==> config.mk <==
export PLATFORM = sky130hd
export DESIGN_NAME = video_fetch
export DESIGN_NICKNAME = d
export VERILOG_FILES = /design/src/pet_bus_pkg.sv /design/src/video_fetch.sv
export VERILOG_INCLUDE_DIRS = /design/src
export SDC_FILE = /design/constraint.sdc
export NUM_CORES = 1
export LEC_CHECK = 0
export BUFFER_PORTS_ARGS = -buffer_cell sky130_fd_sc_hd__buf_2
export CORE_MARGIN = 5
export CORE_UTILIZATION = 40
export DETAILED_ROUTE_END_ITERATION = 7
export PLACE_DENSITY_LB_ADDON = 0.2
export SETUP_SLACK_MARGIN = 0.05
export SYNTH_ARGS = -nofsm -noshare
export SYNTH_HDL_FRONTEND = slang
export SYNTH_SLANG_ARGS = --single-unit
==> constraint.sdc <==
create_clock -name sys_clock_i -period 3 [get_ports sys_clock_i]
set_input_delay 0.3 -clock sys_clock_i [delete_from_list [all_inputs] [get_ports sys_clock_i]]
set_output_delay 0.3 -clock sys_clock_i [all_outputs]
set_load 0.03 [all_outputs]
==> src/pet_bus_cfg.svh <==
// Build constants for the PET bus-timing core
// CPU times are worst-case datasheet figures in ns, converted at the system clock rate
`ifndef PET_BUS_CFG_SVH
`define PET_BUS_CFG_SVH

`define PET_SYS_CLOCK_MHZ 64       // 64 clocks per 1 us bus cycle

`define PET_RAM_ADDR_BITS 12       // 4 KB of video/system RAM
`define PET_VIDEO_BASE    12'h000  // First screen byte

`define PET_CPU_T_BVD     30       // BE to valid data
`define PET_CPU_T_PWH     62       // Clock pulse width high
`define PET_CPU_T_DHX     10       // Data hold, read and write
`define PET_IOTX_T        11       // Bus transceiver worst-case delay

`endif

==> src/pet_bus_pkg.sv <==
// Types shared by the PET bus-timing core
// Slot numbers follow the fixed slot order of the 64-clock bus cycle
`include "pet_bus_cfg.svh"

package pet_bus_pkg;

    typedef enum logic [2:0] {
        SLOT_VIDEO_1 = 3'd0,
        SLOT_VIDEO_2 = 3'd1,
        SLOT_SPI_1   = 3'd2,
        SLOT_VIDEO_3 = 3'd3,
        SLOT_VIDEO_4 = 3'd4,
        SLOT_SPI_2   = 3'd5,
        SLOT_CPU_1   = 3'd6,
        SLOT_CPU_2   = 3'd7
    } slot_t;

    // Owner of a valid grant
    typedef enum logic {
        GRANT_VIDEO = 1'b0,
        GRANT_SPI   = 1'b1
    } grant_t;

    typedef logic [`PET_RAM_ADDR_BITS-1:0] ram_addr_t;
    typedef logic [7:0]                    byte_t;

    // Rounds up, so a derived edge never comes early
    function automatic int ns_to_cycles(input int time_ns);
        return (time_ns * `PET_SYS_CLOCK_MHZ + 999) / 1000;
    endfunction

endpackage

==> src/video_fetch.sv <==
// Screen fetch and pixel shifters for 40- and 80-column modes
// Each bus cycle shows the byte pair at the screen address, which then steps by 2
// The address counter wraps at the end of the RAM, sync is not generated here
`timescale 1ns/100ps
`include "pet_bus_cfg.svh"

module video_fetch (
    input  logic                   sys_clock_i,
    input  logic                   reset_i,
    input  logic                   clk8_en_i,
    input  logic                   clk16_en_i,
    input  logic                   load_sr1_i,
    input  logic                   load_sr2_i,
    input  pet_bus_pkg::byte_t     video_data_i,
    input  logic                   video_data_valid_i,
    input  pet_bus_pkg::slot_t     video_slot_i,
    output pet_bus_pkg::ram_addr_t video_addr_o,
    input  logic                   video_80col_i,
    output logic                   video_pixel_o,
    output logic                   video_pixel_en_o
);
    import pet_bus_pkg::*;

    byte_t hold0;   // Byte from VIDEO_1
    byte_t hold1;   // Byte from VIDEO_3
    byte_t sr1;     // 40-column shifter
    byte_t sr2;     // 80-column shifter

    // Steps at CPU_1, after both fetches of the cycle are in
    always_ff @(posedge sys_clock_i) begin
        if (reset_i) begin
            video_addr_o <= `PET_VIDEO_BASE;
        end else if (load_sr1_i) begin
            video_addr_o <= video_addr_o + ram_addr_t'(2);
        end
    end

    always_ff @(posedge sys_clock_i) begin
        if (video_data_valid_i) begin
            if (video_slot_i == SLOT_VIDEO_3) begin
                hold1 <= video_data_i;
            end else begin
                hold0 <= video_data_i;
            end
        end
    end

    // 8 pixels per bus cycle, MSB first
    always_ff @(posedge sys_clock_i) begin
        if (load_sr1_i) begin
            sr1 <= hold0;
        end else if (clk8_en_i) begin
            sr1 <= {sr1[6:0], 1'b0};
        end
    end

    // Even byte loads at SPI_1, odd byte at CPU_1, 16 pixels per bus cycle
    always_ff @(posedge sys_clock_i) begin
        if (load_sr2_i) begin
            sr2 <= load_sr1_i ? hold1 : hold0;
        end else if (clk16_en_i) begin
            sr2 <= {sr2[6:0], 1'b0};
        end
    end

    assign video_pixel_o    = video_80col_i ? sr2[7] : sr1[7];
    assign video_pixel_en_o = video_80col_i ? clk16_en_i : clk8_en_i;

endmodule

==> run metrics <==
Total GRT Usage between 10 and 15%; prevailing post-synth register cell edfxtp_1; Area Overhead vs Synth 16.0%; Pwr Total 1.16 mW; Slew HR 60.9%; reg2reg path depth 4; CP Capture Point video_addr_o[11]$_SDFFE_PP0P_; Design Area, Final ~0.0021 sq mm; # port buffers 31; status finished clean; hpwl dp 2160 um; RSZ-0062 raised after global routing no; Reg2Reg Launch Point video_addr_o[1]$_SDFFE_PP0P_; WP data arrival ~1800 ps; pwr/cell area approximately 570 mW/mm^2; GRT Residual Overflow 0; Final Cycle Share 52.6%; Place WS 1230 ps; number of H-tree levels 2; final worst slack around 1400 ps; I/O pin count 33; Mapped Cells between 100 and 150; hold path start video_data_i[6]; die area just under 0.006 sq mm; Final Wtd Congestion approximately 0.80; initial drt markers 66; post-CTS resize count 0; CP peak stage delay roughly 440 ps; fmax about 0.63 GHz; Layout Skew 14.9 ps; Critical Path RT approximately 3200 ps; R2R setup slack around 1400 ps; DRT Wirelength ~3000 um; final setup fails 0; antenna viol nets, final 0; WL/cell between 10 and 15 um; NumNets Final approximately 180; largest net degree at the start of global routing 27; final hold viol count 0; clk root buf clkbuf_8; clock slew at reported path FFs ~90 ps; Post-synth EDFFs 32; placed instance area slightly below 0.002 sq mm; core area about 0.0043 sq mm; average vias per placed instance 5.00; top cell type's share of synthesized area around 54%; Worst setup SP type register; minimum clock period approximately 1600 ps; commonest non-fill, non-tap cell in the layout edfxtp_1; diode count 0; cell accounting for the most synthesized area edfxtp_1; synth unique cells 28; setup repair bufs after CTS 0; measured slew at the worst slew-check pin 586 ps; Post-route DRC 0; HP Class in2reg; synth warn 0; Max Cap Viol 0; Crit Path Category reg2reg; share of cells above drive strength 1 around a third; post-synthesis sequential area ratio 66.6%; Async S/R FF share, synth 0%; first drt pass iteration count 4; setup tns final 0 ps; antenna violations before repair 0; Mapped Area ~0.0018 sq mm; via count roughly 1100; # clock sinks between 40 and 50; Pleak between 0.8 and 0.9 nW; maximum vdd drop around 0.23 mV; Final Max Slew Viols 0; row cnt 24; clk_lat worst skew around 300 ps; Die X around 77 um; CP startpoint video_addr_o[1]$_SDFFE_PP0P_; first-pass GRT wire length between 5000 and 6000 um; CTS tree yes; FF+latch count, synth between 40 and 50; Syn Area/Cell approximately 14 sq um; most frequent cells in the layout 32 x edfxtp_1, 31 x buf_2, 13 x nor2_1, 12 x a21oi_1, 11 x dfxtp_1; Hold-fix buffers, CTS 0; CTS max path bufs 2; CP Cell Sequence ha_1, inv_1, nor4_1, mux2_2; CTS Buf Count 5; hold path cells 1; Die Y 76.6 um; vias in the first global route 1125; Max FO, Critical Path 5; crit end category register; slowest stage cell on the critical path dfxtp_1; Initial Util slightly above 40%; net count after synthesis 150; top cells by area, synth edfxtp_1 54%, dfxtp_1 12%, mux2_2 6.4%; R2R Path End video_addr_o[11]$_SDFFE_PP0P_
## stage by stage
step           utilization, %  hold slack, ps  std cells
2_1_floorplan               -             399        130
3_3_place_gp             45.5             477        208
3_5_place_dp             45.5             491        208
4_1_cts                  47.6             177        216
5_1_grt                  47.6             169        216
6_report                 47.6             187        216
## cells in the mapped netlist (3+ instances only)
master	count
o31ai_1	4
mux2_2	10
or4_1	4
xor2_1	3
nor2_1	13
mux2i_1	9
inv_1	3
edfxtp_1	32
a21oi_1	12
nand2_1	5
dfxtp_1	11
## worst max-delay path: cells and delay by family (launching register included)
family / cells / cell delay, ps
flops: 1 / 440
simple gates: 1 / 330
mux: 1 / 370
buf+inv: 1 / 100
fa+ha+maj: 1 / 230
## cells by family after synthesis
kind of cell    share of synthesized area (%)
other cells                             0.212
compound gates                           5.79
flops                                    66.6
mux                                      11.4
buf+inv                                  2.47
fa+ha+maj                               0.706
xor+xnor                                 1.98
simple gates                             10.8
## per-layer routing
| layer | vias to the layer above | track usage, % | wire (um) |
|---|---|---|---|
| met5 | - | 0 | 0 |
| met4 | 0 | 5.24 | 57 |
| met3 | 7 | 3.55 | 186 |
| met2 | 33 | 17.2 | 1350 |
| met1 | 494 | 12.8 | 1400 |
| li1 | 545 | - | - |
## worst min-delay path by stage
stage,slack [ps],end
2_1_floorplan,400,hold0[0]$_DFFE_PP_
3_3_place_gp,480,video_addr_o[10]$_SDFFE_PP0P_
3_5_place_dp,490,hold0[0]$_DFFE_PP_
4_1_cts,180,hold1[6]$_DFFE_PP_
5_1_grt,170,hold1[6]$_DFFE_PP_
6_report,190,hold1[6]$_DFFE_PP_
## sequential cells by signal, summed over array words and instances, names as in the netlist
signal        cells
sr1               8
hold1             8
video_addr_o     11
hold0             8
sr2               8
## final cells by class
| cell class | count | area (sq um) |
|---|---|---|
| Inverter | 3 | 11.3 |
| Timing Repair Buffer | 32 | 163 |
| Fill cell | 394 | 2270 |
| Tap cell | 52 | 65.1 |
| Clock buffer | 5 | 68.8 |
| Multi-Input combinational cell | 78 | 548 |
| Sequential cell | 43 | 1180 |
| Clock inverter | 3 | 20.0 |
## power breakdown
part	switching (mW)	internal, mW	total (mW)
logic	0.0555	0.0419	0.0974
registers	0.0154	0.687	0.702
clock network	0.201	0.162	0.363
total	0.272	0.891	1.16
(Power assumes the default switching activity.)
