### src/pet_bus_cfg.svh
// Build constants for the PET bus-timing core
// CPU times are worst-case datasheet figures in ns, converted at the system clock rate
`ifndef PET_BUS_CFG_SVH
`define PET_BUS_CFG_SVH

`define PET_SYS_CLOCK_MHZ 64       // 64 clocks per 1 us bus cycle

`define PET_RAM_ADDR_BITS 12       // 4 KB of video/system RAM
`define PET_VIDEO_BASE    12'h000  // First screen byte

`define PET_CPU_T_BVD     30       // BE to valid data
`define PET_CPU_T_PWH     62       // Clock pulse width high
`define PET_CPU_T_DHX     10       // Data hold, read and write
`define PET_IOTX_T        11       // Bus transceiver worst-case delay

`endif

### src/pet_bus_pkg.sv
// Types shared by the PET bus-timing core
// Slot numbers follow the fixed slot order of the 64-clock bus cycle
`include "pet_bus_cfg.svh"

package pet_bus_pkg;

    typedef enum logic [2:0] {
        SLOT_VIDEO_1 = 3'd0,
        SLOT_VIDEO_2 = 3'd1,
        SLOT_SPI_1   = 3'd2,
        SLOT_VIDEO_3 = 3'd3,
        SLOT_VIDEO_4 = 3'd4,
        SLOT_SPI_2   = 3'd5,
        SLOT_CPU_1   = 3'd6,
        SLOT_CPU_2   = 3'd7
    } slot_t;

    // Owner of a valid grant
    typedef enum logic {
        GRANT_VIDEO = 1'b0,
        GRANT_SPI   = 1'b1
    } grant_t;

    typedef logic [`PET_RAM_ADDR_BITS-1:0] ram_addr_t;
    typedef logic [7:0]                    byte_t;

    // Rounds up, so a derived edge never comes early
    function automatic int ns_to_cycles(input int time_ns);
        return (time_ns * `PET_SYS_CLOCK_MHZ + 999) / 1000;
    endfunction

endpackage

### src/timing.sv
// Bus cycle timing: 64 clocks per cycle, eight slots of 8 clocks
// CPU edges sit at fixed counts from the start of CPU_1, derived from datasheet times
// Slot and clock enables change together, one clock after the count hits a slot boundary
`timescale 1ns/100ps
`include "pet_bus_cfg.svh"

module timing (
    input  logic                sys_clock_i,
    input  logic                reset_i,
    output logic                clk16_en_o,
    output logic                clk8_en_o,
    output logic                cpu_be_o,
    output logic                cpu_clock_o,
    output logic                cpu_data_strobe_o,
    output logic                load_sr1_o,
    output logic                load_sr2_o,
    output pet_bus_pkg::slot_t  slot_o,
    output pet_bus_pkg::grant_t grant_o,
    output logic                grant_valid_o
);
    import pet_bus_pkg::*;

    // Extra clock in each interval covers board trace delay
    localparam int BVD_CYCLES = ns_to_cycles(`PET_CPU_T_BVD + `PET_IOTX_T) + 1;
    localparam int PWH_CYCLES = ns_to_cycles(`PET_CPU_T_PWH) + 1;
    localparam int DHX_CYCLES = ns_to_cycles(`PET_CPU_T_DHX) + 1;

    localparam logic [5:0] CPU_BE_START    = 6'(int'(SLOT_CPU_1) * 8);
    localparam logic [5:0] CPU_PHI_START   = 6'(CPU_BE_START + BVD_CYCLES);
    localparam logic [5:0] CPU_PHI_END     = 6'(CPU_PHI_START + PWH_CYCLES);
    localparam logic [5:0] CPU_DATA_STROBE = 6'(CPU_PHI_END - 2);
    localparam logic [5:0] CPU_BE_END      = 6'(CPU_PHI_END + DHX_CYCLES);

    logic [5:0] cycle_count;
    slot_t      slot;
    logic       cpu_slot;
    logic       spi_slot;

    always_ff @(posedge sys_clock_i) begin
        if (reset_i) begin
            cycle_count <= '1;          // First clock after reset is count 0
            slot        <= SLOT_CPU_2;  // Wraps to VIDEO_1 on the first slot edge
            clk8_en_o   <= 1'b0;
            clk16_en_o  <= 1'b0;
        end else begin
            cycle_count <= cycle_count + 6'd1;
            clk8_en_o   <= cycle_count[2:0] == 3'b000;
            clk16_en_o  <= cycle_count[1:0] == 2'b00;
            if (cycle_count[2:0] == 3'b000) begin
                slot <= slot_t'(slot + 3'd1);
            end
        end
    end

    assign cpu_slot = (slot == SLOT_CPU_1) || (slot == SLOT_CPU_2);
    assign spi_slot = (slot == SLOT_SPI_1) || (slot == SLOT_SPI_2);

    assign slot_o        = slot;
    assign grant_o       = spi_slot ? GRANT_SPI : GRANT_VIDEO;
    assign grant_valid_o = clk8_en_o && !cpu_slot;  // CPU slots carry no grant

    assign load_sr1_o = clk8_en_o && (slot == SLOT_CPU_1);
    assign load_sr2_o = clk8_en_o && (slot == SLOT_CPU_1 || slot == SLOT_SPI_1);

    // 6502 bus phase, BE window encloses the CPU clock high pulse
    always_ff @(posedge sys_clock_i) begin
        if (reset_i) begin
            cpu_be_o          <= 1'b0;
            cpu_clock_o       <= 1'b0;
            cpu_data_strobe_o <= 1'b0;
        end else begin
            cpu_data_strobe_o <= 1'b0;
            case (cycle_count)
                CPU_BE_START: begin
                    cpu_be_o <= 1'b1;
                end
                CPU_PHI_START: begin
                    cpu_clock_o <= 1'b1;
                end
                CPU_DATA_STROBE: begin
                    cpu_data_strobe_o <= 1'b1;  // Data settled, two clocks before fall
                end
                CPU_PHI_END: begin
                    cpu_clock_o <= 1'b0;
                end
                CPU_BE_END: begin
                    cpu_be_o <= 1'b0;
                end
                default: begin
                end
            endcase
        end
    end

endmodule

### config.mk
export PLATFORM = sky130hd
export DESIGN_NAME = timing
export DESIGN_NICKNAME = d
export VERILOG_FILES = /design/src/pet_bus_pkg.sv /design/src/timing.sv
export VERILOG_INCLUDE_DIRS = /design/src
export SDC_FILE = /design/constraint.sdc
export NUM_CORES = 1
export LEC_CHECK = 0
export BUFFER_PORTS_ARGS = -buffer_cell sky130_fd_sc_hd__buf_2
export CAP_MARGIN = 20
export CORE_MARGIN = 3
export CORE_UTILIZATION = 49
export CTS_BUF_LIST = sky130_fd_sc_hd__clkbuf_2 sky130_fd_sc_hd__clkbuf_4 sky130_fd_sc_hd__clkbuf_8
export CTS_CLUSTER_SIZE = 10
export DETAILED_ROUTE_END_ITERATION = 8
export GPL_ROUTABILITY_DRIVEN = 0
export GPL_TIMING_DRIVEN = 0
export PLACE_DENSITY = 0.76
export SETUP_SLACK_MARGIN = 0.3
export SYNTH_ARGS = -nofsm -noshare
export SYNTH_HDL_FRONTEND = slang
export SYNTH_SLANG_ARGS = --single-unit
### constraint.sdc
create_clock -name sys_clock_i -period 1.4 [get_ports sys_clock_i]
set_input_delay 0.28 -clock sys_clock_i [delete_from_list [all_inputs] [get_ports sys_clock_i]]
set_output_delay 0.28 -clock sys_clock_i [all_outputs]
set_load 0.02 [all_outputs]
==> flow_summary.toml <==
[timing]
report.final.slew_viol_count = 0
max_freq_mhz = 638
slew_headroom = 0.728
tns_ps = -393
worst_slack_ps = -167
fin_crit_ps = 1570
hold_viol = 0
worstMarginPinSlew_ps = 408
rsz0062_at_grt = "true"
period_share = 1.12
setup_viol = 4
skew_ps = 0.374

[worst_setup_path]
cp-start-kind = "register"
end_kind = "output pin"
timing.rr.start = "cycle_count[0]"
worstSetupStartpoint = "slot_o[0]"
arrival_ps = 1290
reg2reg_slack_ps = 230
endpoint = "grant_o"
timing_worst_setup_path_type = "reg2out"
cp_max_fo = 5
r2r-end = "slot_o[2]"
worstPathRequired_ps = 1120
r2r_cells = 4

[drt]
wl_per_cell_um = 14.5
firstDrtPassIters = 4
drc = 0
drtIter0Drc = 5
vias = 505
ant_nets = 0
routed_via_density = 5.05
routed_wl_um = 1450

[grt]
antenna_found_initial = 0
grt-ovfl-total = 0
first_global_vias = 513
grt_pass1_wl_um = 2330
grt_max_degree = 11
grtUsageTotal = 0.173

[cts]
ctsRootBufferMaster = "clkbuf_4"
cts_sinks = 14
clockBufferDepth = 2
clkTransAtPathRegs_ps = 80
cts_tree = "done"
h-tree-depth = 1
insertion_delay_ps = 270
numCtsBuffers = 3

[place]
dpl_worst_slack_ps = 117
place.port_buffers = 13
dpl.hpwl_um = 826

[pwr]
p_leak_nw = 0.443
p_total_mw = 1.05
vdd_drop_max_uv = 825
power.density_mw_per_mm2 = 1030

[floorplan]
fp.dieArea_sq_mm = 0.00184
initial_utilization = 0.561
die_h_um = 42.9
rows = 12
io_pins = 14
core_area_sq_mm = 0.00119
die_w_um = 42.9

[yosys]
syn_nets = 72
syn-cell-area_sq_um = 666
synth_cells = 63
yosysSeqAreaShare = 0.421
syn_area_per_cell_sq_um = 10.6
synth_cell_types = 29
yosysWarnings = 0
synth_seq_cells = 14

[run]
cap_violations = 0

[worst_hold_path]
min_path_type = "in2reg"

[final_layout]
drive_above_1_share = 0.605
area_growth_pct = 52.1
n_fill_cell = 67
final_util = 0.853
nets = 96
diodes = 0

[status]
status = "finished, violations left"
violations = "setup timing"
layer usage:
metal | wire length, um | up-vias | global-route usage | share of wire
li1 | - | 261 | - | -
met1 | 650 | 225 | 0.208 | 0.45
met2 | 701 | 17 | 0.290 | 0.48
met3 | 84 | 2 | 0.0763 | 0.058
met4 | 14 | 0 | 0.0186 | 0.0097
met5 | 0 | - | 0 | 0
synth_stat cells, drive strengths merged:
master | n | area [sq um]
a21oi | 1 | 5.00
mux2 | 1 | 11.3
xor2 | 2 | 17.5
nor3 | 1 | 5.00
a211oi | 3 | 22.5
or3b | 1 | 8.76
xnor2 | 2 | 17.5
buf | 1 | 11.3
and3 | 1 | 6.26
nand2b | 6 | 45.0
nor2b | 1 | 6.26
inv | 5 | 18.8
and2 | 2 | 12.5
o21ai | 1 | 5.00
ha | 7 | 87.6
a211o | 2 | 17.5
nand3 | 2 | 22.5
or2 | 1 | 6.26
dfxtp | 14 | 280
clkbuf | 1 | 3.75
nor2 | 2 | 7.51
nand2 | 1 | 3.75
and2b | 1 | 7.51
a31oi | 1 | 6.26
and4b | 2 | 21.3
and3b | 1 | 8.76
worst min path at each step:
stage	startpoint	to	slack, ps	cells past startpoint
4_1_cts	reset_i	clk16_en_o	220	2
3_3_place_gp	cycle_count[0]	cycle_count[0]	440	1
5_1_grt	reset_i	clk16_en_o	240	2
2_1_floorplan	reset_i	clk16_en_o	350	1
6_report	reset_i	clk16_en_o	230	2
3_5_place_dp	cycle_count[0]	cycle_count[0]	450	1
what timing repair did:
action,in CTS,in global routing
hold endpoints to repair,0,0
endpoints found under the setup margin,11,16
resized for setup,19,10
buffers inserted,6,0
hold buffers,0,0
pin swaps,4,1
flip-flops by register name (all words and copies together), names as in the netlist:
signal	flops
clk16_en_o	1
clk8_en_o	1
cpu_be_o	1
cpu_clock_o	1
cpu_data_strobe_o	1
cycle_count	6
slot_o	3
cell type report:
| type | instances | area (sq um) | share of cell area |
|---|---|---|---|
| plain buffers | 2 | 15.0 | 0.0148 |
| clock buffers | 4 | 36.3 | 0.0358 |
| inverters | 5 | 21.3 | 0.0210 |
| multi-input cells | 42 | 455 | 0.450 |
| flip-flops and latches | 14 | 302 | 0.298 |
| well taps | 14 | 17.5 | 0.0173 |
| repair buffers | 19 | 165 | 0.163 |
placed cells by master (no fill, tap or decap), drive strengths merged:
cell type	synthesis	final
nor2	2	2
or2	1	1
o21ai	1	1
clkbuf	1	5
a31oi	1	1
or3b	1	1
nand3	2	2
nand2	1	1
and3b	1	1
and3	1	1
nor3	1	1
xor2	2	2
dfxtp	14	14
ha	7	7
and2	2	2
nor2b	1	1
a21oi	1	1
a211o	2	2
xnor2	2	2
nand2b	6	6
a211oi	3	3
and2b	1	1
and4b	2	2
inv	5	5
mux2	1	1
buf	1	20
power by group:
| part | internal [mW] | total (mW) | switching [mW] | leakage [nW] |
|---|---|---|---|---|
| combinational | 0.152 | 0.285 | 0.133 | 0.307 |
| sequential | 0.437 | 0.482 | 0.0453 | 0.115 |
| clock | 0.158 | 0.278 | 0.120 | 0.0210 |
| total | 0.747 | 1.05 | 0.298 | 0.443 |
cell families after synthesis:
kind of cell,synth area share
buffers and inverters,0.0507
AO/OA/AOI/OAI,0.0846
flip-flops,0.421
multiplexers,0.0169
XOR/XNOR,0.0526
AND/OR/NAND/NOR,0.242
adder cells (fa/ha/maj),0.132
metrics by stage:
| step | cell area (sq um) | std cells | hold WS, ps |
|---|---|---|---|
| detailed placement | 826 | 90 | 447 |
| global route | 1010 | 100 | 243 |
| floorplan | 743 | 63 | 352 |
| CTS | 976 | 100 | 223 |
| global placement | 826 | 90 | 444 |
| finish | 1010 | 100 | 234 |
worst max-delay path: stages (launching register included):
cell and delay (ps):
dfxtp_4 390, inv_2 50, ha_4 170, mux2_4 270, buf_6 130
Note: power is estimated with default switching activity, not from simulation.
