==> src/pet_bus_cfg.svh <==
// Build constants for the PET bus-timing core
// CPU times are worst-case datasheet figures in ns, converted at the system clock rate
`ifndef PET_BUS_CFG_SVH
`define PET_BUS_CFG_SVH

`define PET_SYS_CLOCK_MHZ 64       // 64 clocks per 1 us bus cycle

`define PET_RAM_ADDR_BITS 12       // 4 KB of video/system RAM
`define PET_VIDEO_BASE    12'h000  // First screen byte

`define PET_CPU_T_BVD     30       // BE to valid data
`define PET_CPU_T_PWH     62       // Clock pulse width high
`define PET_CPU_T_DHX     10       // Data hold, read and write
`define PET_IOTX_T        11       // Bus transceiver worst-case delay

`endif

==> src/pet_bus_pkg.sv <==
// Types shared by the PET bus-timing core
// Slot numbers follow the fixed slot order of the 64-clock bus cycle
`include "pet_bus_cfg.svh"

package pet_bus_pkg;

    typedef enum logic [2:0] {
        SLOT_VIDEO_1 = 3'd0,
        SLOT_VIDEO_2 = 3'd1,
        SLOT_SPI_1   = 3'd2,
        SLOT_VIDEO_3 = 3'd3,
        SLOT_VIDEO_4 = 3'd4,
        SLOT_SPI_2   = 3'd5,
        SLOT_CPU_1   = 3'd6,
        SLOT_CPU_2   = 3'd7
    } slot_t;

    // Owner of a valid grant
    typedef enum logic {
        GRANT_VIDEO = 1'b0,
        GRANT_SPI   = 1'b1
    } grant_t;

    typedef logic [`PET_RAM_ADDR_BITS-1:0] ram_addr_t;
    typedef logic [7:0]                    byte_t;

    // Rounds up, so a derived edge never comes early
    function automatic int ns_to_cycles(input int time_ns);
        return (time_ns * `PET_SYS_CLOCK_MHZ + 999) / 1000;
    endfunction

endpackage

==> src/ram_req_if.sv <==
// Single RAM request and its response between arbiter and RAM controller
// valid is a one-cycle pulse, done follows exactly one clock later
`timescale 1ns/100ps

interface ram_req_if;
    import pet_bus_pkg::*;

    logic      valid;   // Request pulse
    ram_addr_t addr;
    logic      we;      // High for a write
    byte_t     wdata;
    byte_t     rdata;   // Read byte, held during done
    logic      done;

    modport master (
        output valid,
        output addr,
        output we,
        output wdata,
        input  rdata,
        input  done
    );

    modport slave (
        input  valid,
        input  addr,
        input  we,
        input  wdata,
        output rdata,
        output done
    );

endinterface

==> src/bus_arbiter.sv <==
// Turns each valid grant into at most one RAM request
// The SPI request is a level held until spi_done_o, served only in SPI slots
// VIDEO_2 and VIDEO_4 issue nothing since there is no character ROM
`timescale 1ns/100ps

module bus_arbiter (
    input  logic                   sys_clock_i,
    input  logic                   reset_i,
    input  pet_bus_pkg::grant_t    grant_i,
    input  logic                   grant_valid_i,
    input  pet_bus_pkg::slot_t     slot_i,
    input  pet_bus_pkg::ram_addr_t video_addr_i,
    output pet_bus_pkg::byte_t     video_data_o,
    output logic                   video_data_valid_o,
    output pet_bus_pkg::slot_t     video_slot_o,
    input  logic                   spi_valid_i,
    input  logic                   spi_we_i,
    input  pet_bus_pkg::ram_addr_t spi_addr_i,
    input  pet_bus_pkg::byte_t     spi_wdata_i,
    output logic                   spi_done_o,
    output pet_bus_pkg::byte_t     spi_rdata_o,
    ram_req_if.master              ram
);
    import pet_bus_pkg::*;

    logic   video_req;
    logic   spi_req;
    grant_t owner;      // Who the outstanding request belongs to
    slot_t  req_slot;   // Video slot of the outstanding fetch

    assign video_req = grant_valid_i && (grant_i == GRANT_VIDEO)
                       && (slot_i == SLOT_VIDEO_1 || slot_i == SLOT_VIDEO_3);
    assign spi_req   = grant_valid_i && (grant_i == GRANT_SPI) && spi_valid_i;

    always_ff @(posedge sys_clock_i) begin
        if (reset_i) begin
            ram.valid <= 1'b0;
            owner     <= GRANT_VIDEO;
            req_slot  <= SLOT_VIDEO_1;
        end else begin
            ram.valid <= video_req || spi_req;  // One clock after the grant
            if (video_req) begin
                owner    <= GRANT_VIDEO;
                req_slot <= slot_i;
            end else if (spi_req) begin
                owner <= GRANT_SPI;
            end
        end
    end

    // VIDEO_3 fetches the odd byte of the pair
    always_ff @(posedge sys_clock_i) begin
        if (video_req) begin
            ram.we <= 1'b0;
            if (slot_i == SLOT_VIDEO_3) begin
                ram.addr <= video_addr_i + ram_addr_t'(1);
            end else begin
                ram.addr <= video_addr_i;
            end
        end else if (spi_req) begin
            ram.we    <= spi_we_i;
            ram.addr  <= spi_addr_i;
            ram.wdata <= spi_wdata_i;
        end
    end

    // Response steering, done comes two clocks after the grant
    assign video_data_o       = ram.rdata;
    assign video_data_valid_o = ram.done && (owner == GRANT_VIDEO);
    assign video_slot_o       = req_slot;

    assign spi_rdata_o = ram.rdata;
    assign spi_done_o  = ram.done && (owner == GRANT_SPI);

endmodule

==> src/flat_wrapper.sv <==
// flat-port wrapper written by rule: the top's interface ports become plain ports
module bus_arbiter_flat import pet_bus_pkg::*;
  (sys_clock_i, reset_i, grant_i, grant_valid_i, slot_i, video_addr_i, video_data_o, video_data_valid_o, video_slot_o, spi_valid_i, spi_we_i, spi_addr_i, spi_wdata_i, spi_done_o, spi_rdata_o, ram_valid, ram_addr, ram_we, ram_wdata, ram_rdata, ram_done);
  ram_req_if ram_i ();
  input  logic sys_clock_i;
  input  logic reset_i;
  input  pet_bus_pkg::grant_t grant_i;
  input  logic grant_valid_i;
  input  pet_bus_pkg::slot_t slot_i;
  input  pet_bus_pkg::ram_addr_t video_addr_i;
  output pet_bus_pkg::byte_t video_data_o;
  output logic video_data_valid_o;
  output pet_bus_pkg::slot_t video_slot_o;
  input  logic spi_valid_i;
  input  logic spi_we_i;
  input  pet_bus_pkg::ram_addr_t spi_addr_i;
  input  pet_bus_pkg::byte_t spi_wdata_i;
  output logic spi_done_o;
  output pet_bus_pkg::byte_t spi_rdata_o;
  output wire logic [$bits(ram_i.valid)-1:0] ram_valid;
  output wire logic [$bits(ram_i.addr)-1:0] ram_addr;
  output wire logic [$bits(ram_i.we)-1:0] ram_we;
  output wire logic [$bits(ram_i.wdata)-1:0] ram_wdata;
  input wire logic [$bits(ram_i.rdata)-1:0] ram_rdata;
  input wire logic [$bits(ram_i.done)-1:0] ram_done;
  assign ram_valid = ram_i.valid;
  assign ram_addr = ram_i.addr;
  assign ram_we = ram_i.we;
  assign ram_wdata = ram_i.wdata;
  assign ram_i.rdata = ram_rdata;
  assign ram_i.done = ram_done;
  bus_arbiter u_core (.sys_clock_i(sys_clock_i), .reset_i(reset_i), .grant_i(grant_i), .grant_valid_i(grant_valid_i), .slot_i(slot_i), .video_addr_i(video_addr_i), .video_data_o(video_data_o), .video_data_valid_o(video_data_valid_o), .video_slot_o(video_slot_o), .spi_valid_i(spi_valid_i), .spi_we_i(spi_we_i), .spi_addr_i(spi_addr_i), .spi_wdata_i(spi_wdata_i), .spi_done_o(spi_done_o), .spi_rdata_o(spi_rdata_o), .ram(ram_i));
endmodule
==> config.mk <==
export PLATFORM = sky130hd
export DESIGN_NAME = bus_arbiter_flat
export DESIGN_NICKNAME = d
export VERILOG_FILES = /design/src/pet_bus_pkg.sv /design/src/ram_req_if.sv /design/src/bus_arbiter.sv /design/src/flat_wrapper.sv
export VERILOG_INCLUDE_DIRS = /design/src
export SDC_FILE = /design/constraint.sdc
export NUM_CORES = 1
export LEC_CHECK = 0
export BUFFER_PORTS_ARGS = -buffer_cell sky130_fd_sc_hd__buf_2
export CORE_UTILIZATION = 40
export DETAILED_ROUTE_END_ITERATION = 8
export GPL_TIMING_DRIVEN = 1
export PLACE_DENSITY_LB_ADDON = 0.25
export SYNTH_ARGS = -nofsm -noshare
export SYNTH_HDL_FRONTEND = slang
export SYNTH_SLANG_ARGS = --single-unit
==> constraint.sdc <==
create_clock -name sys_clock_i -period 3.6 [get_ports sys_clock_i]
set_clock_uncertainty 0.2 [all_clocks]
set_input_delay 0 -clock sys_clock_i [delete_from_list [all_inputs] [get_ports sys_clock_i]]
set_output_delay 0 -clock sys_clock_i [all_outputs]
set_load 0.02 [all_outputs]
==> impl_metrics.py <==
metrics = {
    "cts": {
        "cts.reportedPaths.clkPinSlew_ns": 0.12,
        "clock_tree.root_cell": "sky130_fd_sc_hd__clkbuf_4",
        "clock_insertion_delay_worst_skew_ns": 0.32,
        "cts_setup_buffers": 0,
        "cts.htree.levels": 1,
        "tritoncts.num_buffers": 3,
        "ctsLongestPathBuffers": 2,
        "cts_num_sinks": 26,
        "tritoncts": "built",
    },
    "placement": {
        "place_congestion": 0.839,
        "port_buffers": 68,
        "detailed_place_hpwl_um": 2150,
    },
    "floorplan": {
        "die_w_um": 60.3,
        "core-area_mm2": 0.00313,
        "die_area_mm2": 0.00363,
        "initial_utilization_pct": 43.4,
        "placement_rows": 20,
        "vertical_extent_of_the_die_um": 60.3,
        "io-pin-count": 93,
    },
    "timing": {
        "hold_violations": 0,
        "final_min_period_over_clock_period_pct": 71.5,
        "slew-limit-headroom_pct": 38.1,
        "final-setup-viol-count": 0,
        "fmax_ghz": 0.389,
        "drv_slew": 0,
        "worst_hold_slack_ns": 0.0401,
        "final.setup.tns_ns": 0,
        "transition_time_at_the_pin_with_the_least_slew_margin_ns": 0.929,
        "layout_min_cycle_time_ns": 2.57,
        "rsz0062_at_grt": "false",
    },
    "yosys": {
        "predominant_post_synthesis_flop_cell": "sky130_fd_sc_hd__edfxtp_1",
        "netlist_top_cells_area": "sky130_fd_sc_hd__edfxtp_1, sky130_fd_sc_hd__buf_4, sky130_fd_sc_hd__dfxtp_1",
        "syn_avg_cell_area_um2": 10.9,
        "synthArstFlopShare_pct": 0,
        "syn-num-nets": 175,
        "number_of_instances_in_the_synthesized_netlist": 124,
        "synth_area_leader_cell": "sky130_fd_sc_hd__edfxtp_1",
        "yosysSeqAreaShare_pct": 53.1,
        "synthesized_cell_area_mm2": 0.00136,
        "post_synth_edffs": 20,
        "yosysWarningCount": 0,
        "yosysUniqueCellTypes": 28,
        "synth.top_cell.area_share_pct": 44.2,
        "flop_and_latch_count_out_of_synthesis": 26,
    },
    "grt": {
        "gr-usage-all-layers_pct": 18.4,
        "aggregate_global_routing_overflow": 0,
        "first_global_vias": 1164,
        "grt_start_max_net_pins": 29,
        "grt_antenna_before_repair": 0,
        "grt_first_pass_wirelength_um": 4880,
    },
    "finish": {
        "mostFrequentLayoutCell": "sky130_fd_sc_hd__buf_2",
        "n_antenna_cell": 0,
        "multiInputGateArea_um2": 472,
        "ff_latch_area_um2": 721,
        "final_net_count": 277,
        "layout_common_cells": "sky130_fd_sc_hd__buf_2, sky130_fd_sc_hd__dlygate4sd3_1, sky130_fd_sc_hd__edfxtp_1",
        "fill_cells": 230,
        "flow.area_growth_from_synthesis_pct": 55.9,
        "layout-drive-gt1-share_pct": 36.0,
    },
    "power": {
        "share_clk_of_total_power_pct": 19.0,
        "switching_share_pct": 27.1,
        "power.density_mw_per_mm2": 307,
        "power.leakage_nw": 0.914,
        "design_internal_power_uw": 474,
        "irDropWorstVdd_mv": 0.141,
        "power.switching_uw": 176,
        "comb_power_share_pct": 27.2,
        "p_seq_share_pct": 53.8,
        "post-layout-total-power_uw": 650,
    },
    "worst_setup_path": {
        "cp-end-kind": "flop",
        "worstPathMaxFanout": 28,
        "start_point_of_the_critical_path": "slot_i[1]",
        "setup.reg_to_reg.worst_slack_ns": 2.24,
        "crit_type": "input port to flop",
        "critical_path.endpoint": "u_core.ram.addr[3]",
        "worstSetupStartpointType": "input port",
        "timing.rr.start": "u_core.ram.we",
        "cp.required_ns": 3.48,
        "r2r_cells": 3,
        "reg2reg_to": "u_core.ram.we",
        "cp_data_arrival_time_ns": 2.46,
    },
    "route": {
        "detail_route.wl_per_cell_um": 11.6,
        "post_dr_vias_cell": 4.62,
        "detail_route.drc_violations": 0,
        "detail-route-antenna-nets": 0,
        "vias": 1244,
        "wl_um": 3130,
        "detailedRoute.firstIterationViolations": 23,
        "firstDrtPassIters": 6,
    },
    "job": {
        "maxCapViolations": 0,
    },
    "hold_path": {
        "timing.hold.worst_path_depth": 4,
        "worstHoldPathType": "input port to flop",
    },
    "status": {
        "result_of_the_run": "complete, no violations",
    },
}
## synth_stat cells (all sizes together) (3+ instances only)
cell type	count
edfxtp	20
buf	19
nand2	18
o21ai	12
xnor2	9
dfxtp	6
nor3	6
nand3	4
a21oi	3
inv	3
nand4	3
nor2	3
nor4	3
xor2	3
## metal layers
layer / wire [um] / share of wire [%] / global-route usage [%]
met1: 1240 / 40 / 19.9
met2: 1600 / 51 / 33.0
met3: 242 / 7.7 / 4.11
met4: 56 / 1.8 / 9.63
met5: 0 / 0 / 0
## how the worst min path moves through the flow
stage | start | endpoint | slack (ns)
3_5_place_dp | ram_rdata[1] | spi_rdata_o[1] | -0.20
4_1_cts | slot_i[0] | u_core.video_slot_o[1] | 0.04
2_1_floorplan | reset_i | u_core.ram.valid | -0.14
6_report | slot_i[0] | u_core.video_slot_o[0] | 0.04
3_3_place_gp | ram_rdata[1] | spi_rdata_o[1] | -0.20
5_1_grt | slot_i[0] | u_core.video_slot_o[0] | 0.08
## logic make-up after synthesis
| logic type | after synthesis | synth area share [%] |
|---|---|---|
| AOI/OAI and AO/OA | 15 | 7.47 |
| xor gates and xnor gates | 12 | 7.74 |
| adders and majority gates | 1 | 0.922 |
| buffers and inverters | 23 | 12.2 |
| DFF | 26 | 53.1 |
| muxes | 2 | 1.47 |
| and+or+nand+nor | 45 | 17.1 |
## power by group through the flow
stage	clock (mW)	sequential, mW	combinational [mW]
after global routing	0.135	0.351	0.192
after global placement	0	0.356	0.111
after floorplan	0	0.381	0.0646
final	0.123	0.349	0.177
after detailed placement	0	0.357	0.114
after CTS	0.126	0.350	0.175
## per-stage QoR
stage	worst slack (ns)	area, um^2	util [%]	std cells
global placement	1.49	1600	51.1	216
CTS	1.09	2120	67.6	269
floorplan	1.99	1360	-	124
global route	0.917	2120	67.6	269
detailed placement	1.43	1600	51.1	216
finish	1.03	2120	67.6	269
## cell type report
type	count	share of cell area, %
clock buffer	4	1.24
timing repair buffer	117	39.3
sequential	26	34.1
multi-input combinational	75	22.3
tap	44	2.60
inverter	3	0.532
## flip-flops by register name, summed over array words and instances (netlist names)
register,flops
u_core.ram.addr,12
u_core.ram.we,1
u_core.owner,1
u_core.ram.wdata,8
u_core.ram.valid,1
u_core.video_slot_o,3
## critical path, cell delays in order
cell	delay (ns)
sky130_fd_sc_hd__dlygate4sd3_1	0.53
sky130_fd_sc_hd__buf_2	0.14
sky130_fd_sc_hd__xor2_1	0.15
sky130_fd_sc_hd__or3_1	0.74
sky130_fd_sc_hd__nand2_1	0.20
sky130_fd_sc_hd__o21ai_1	0.09
sky130_fd_sc_hd__dlygate4sd3_1	0.61
## timing repair
| item | CTS | global route |
|---|---|---|
| hold endpoints to repair | 42 | 0 |
| gates resized for setup | 0 | 0 |
| hold buffers | 49 | 0 |
| endpoints found under the setup margin | 0 | 0 |
Power figures use the tool's default switching activity.
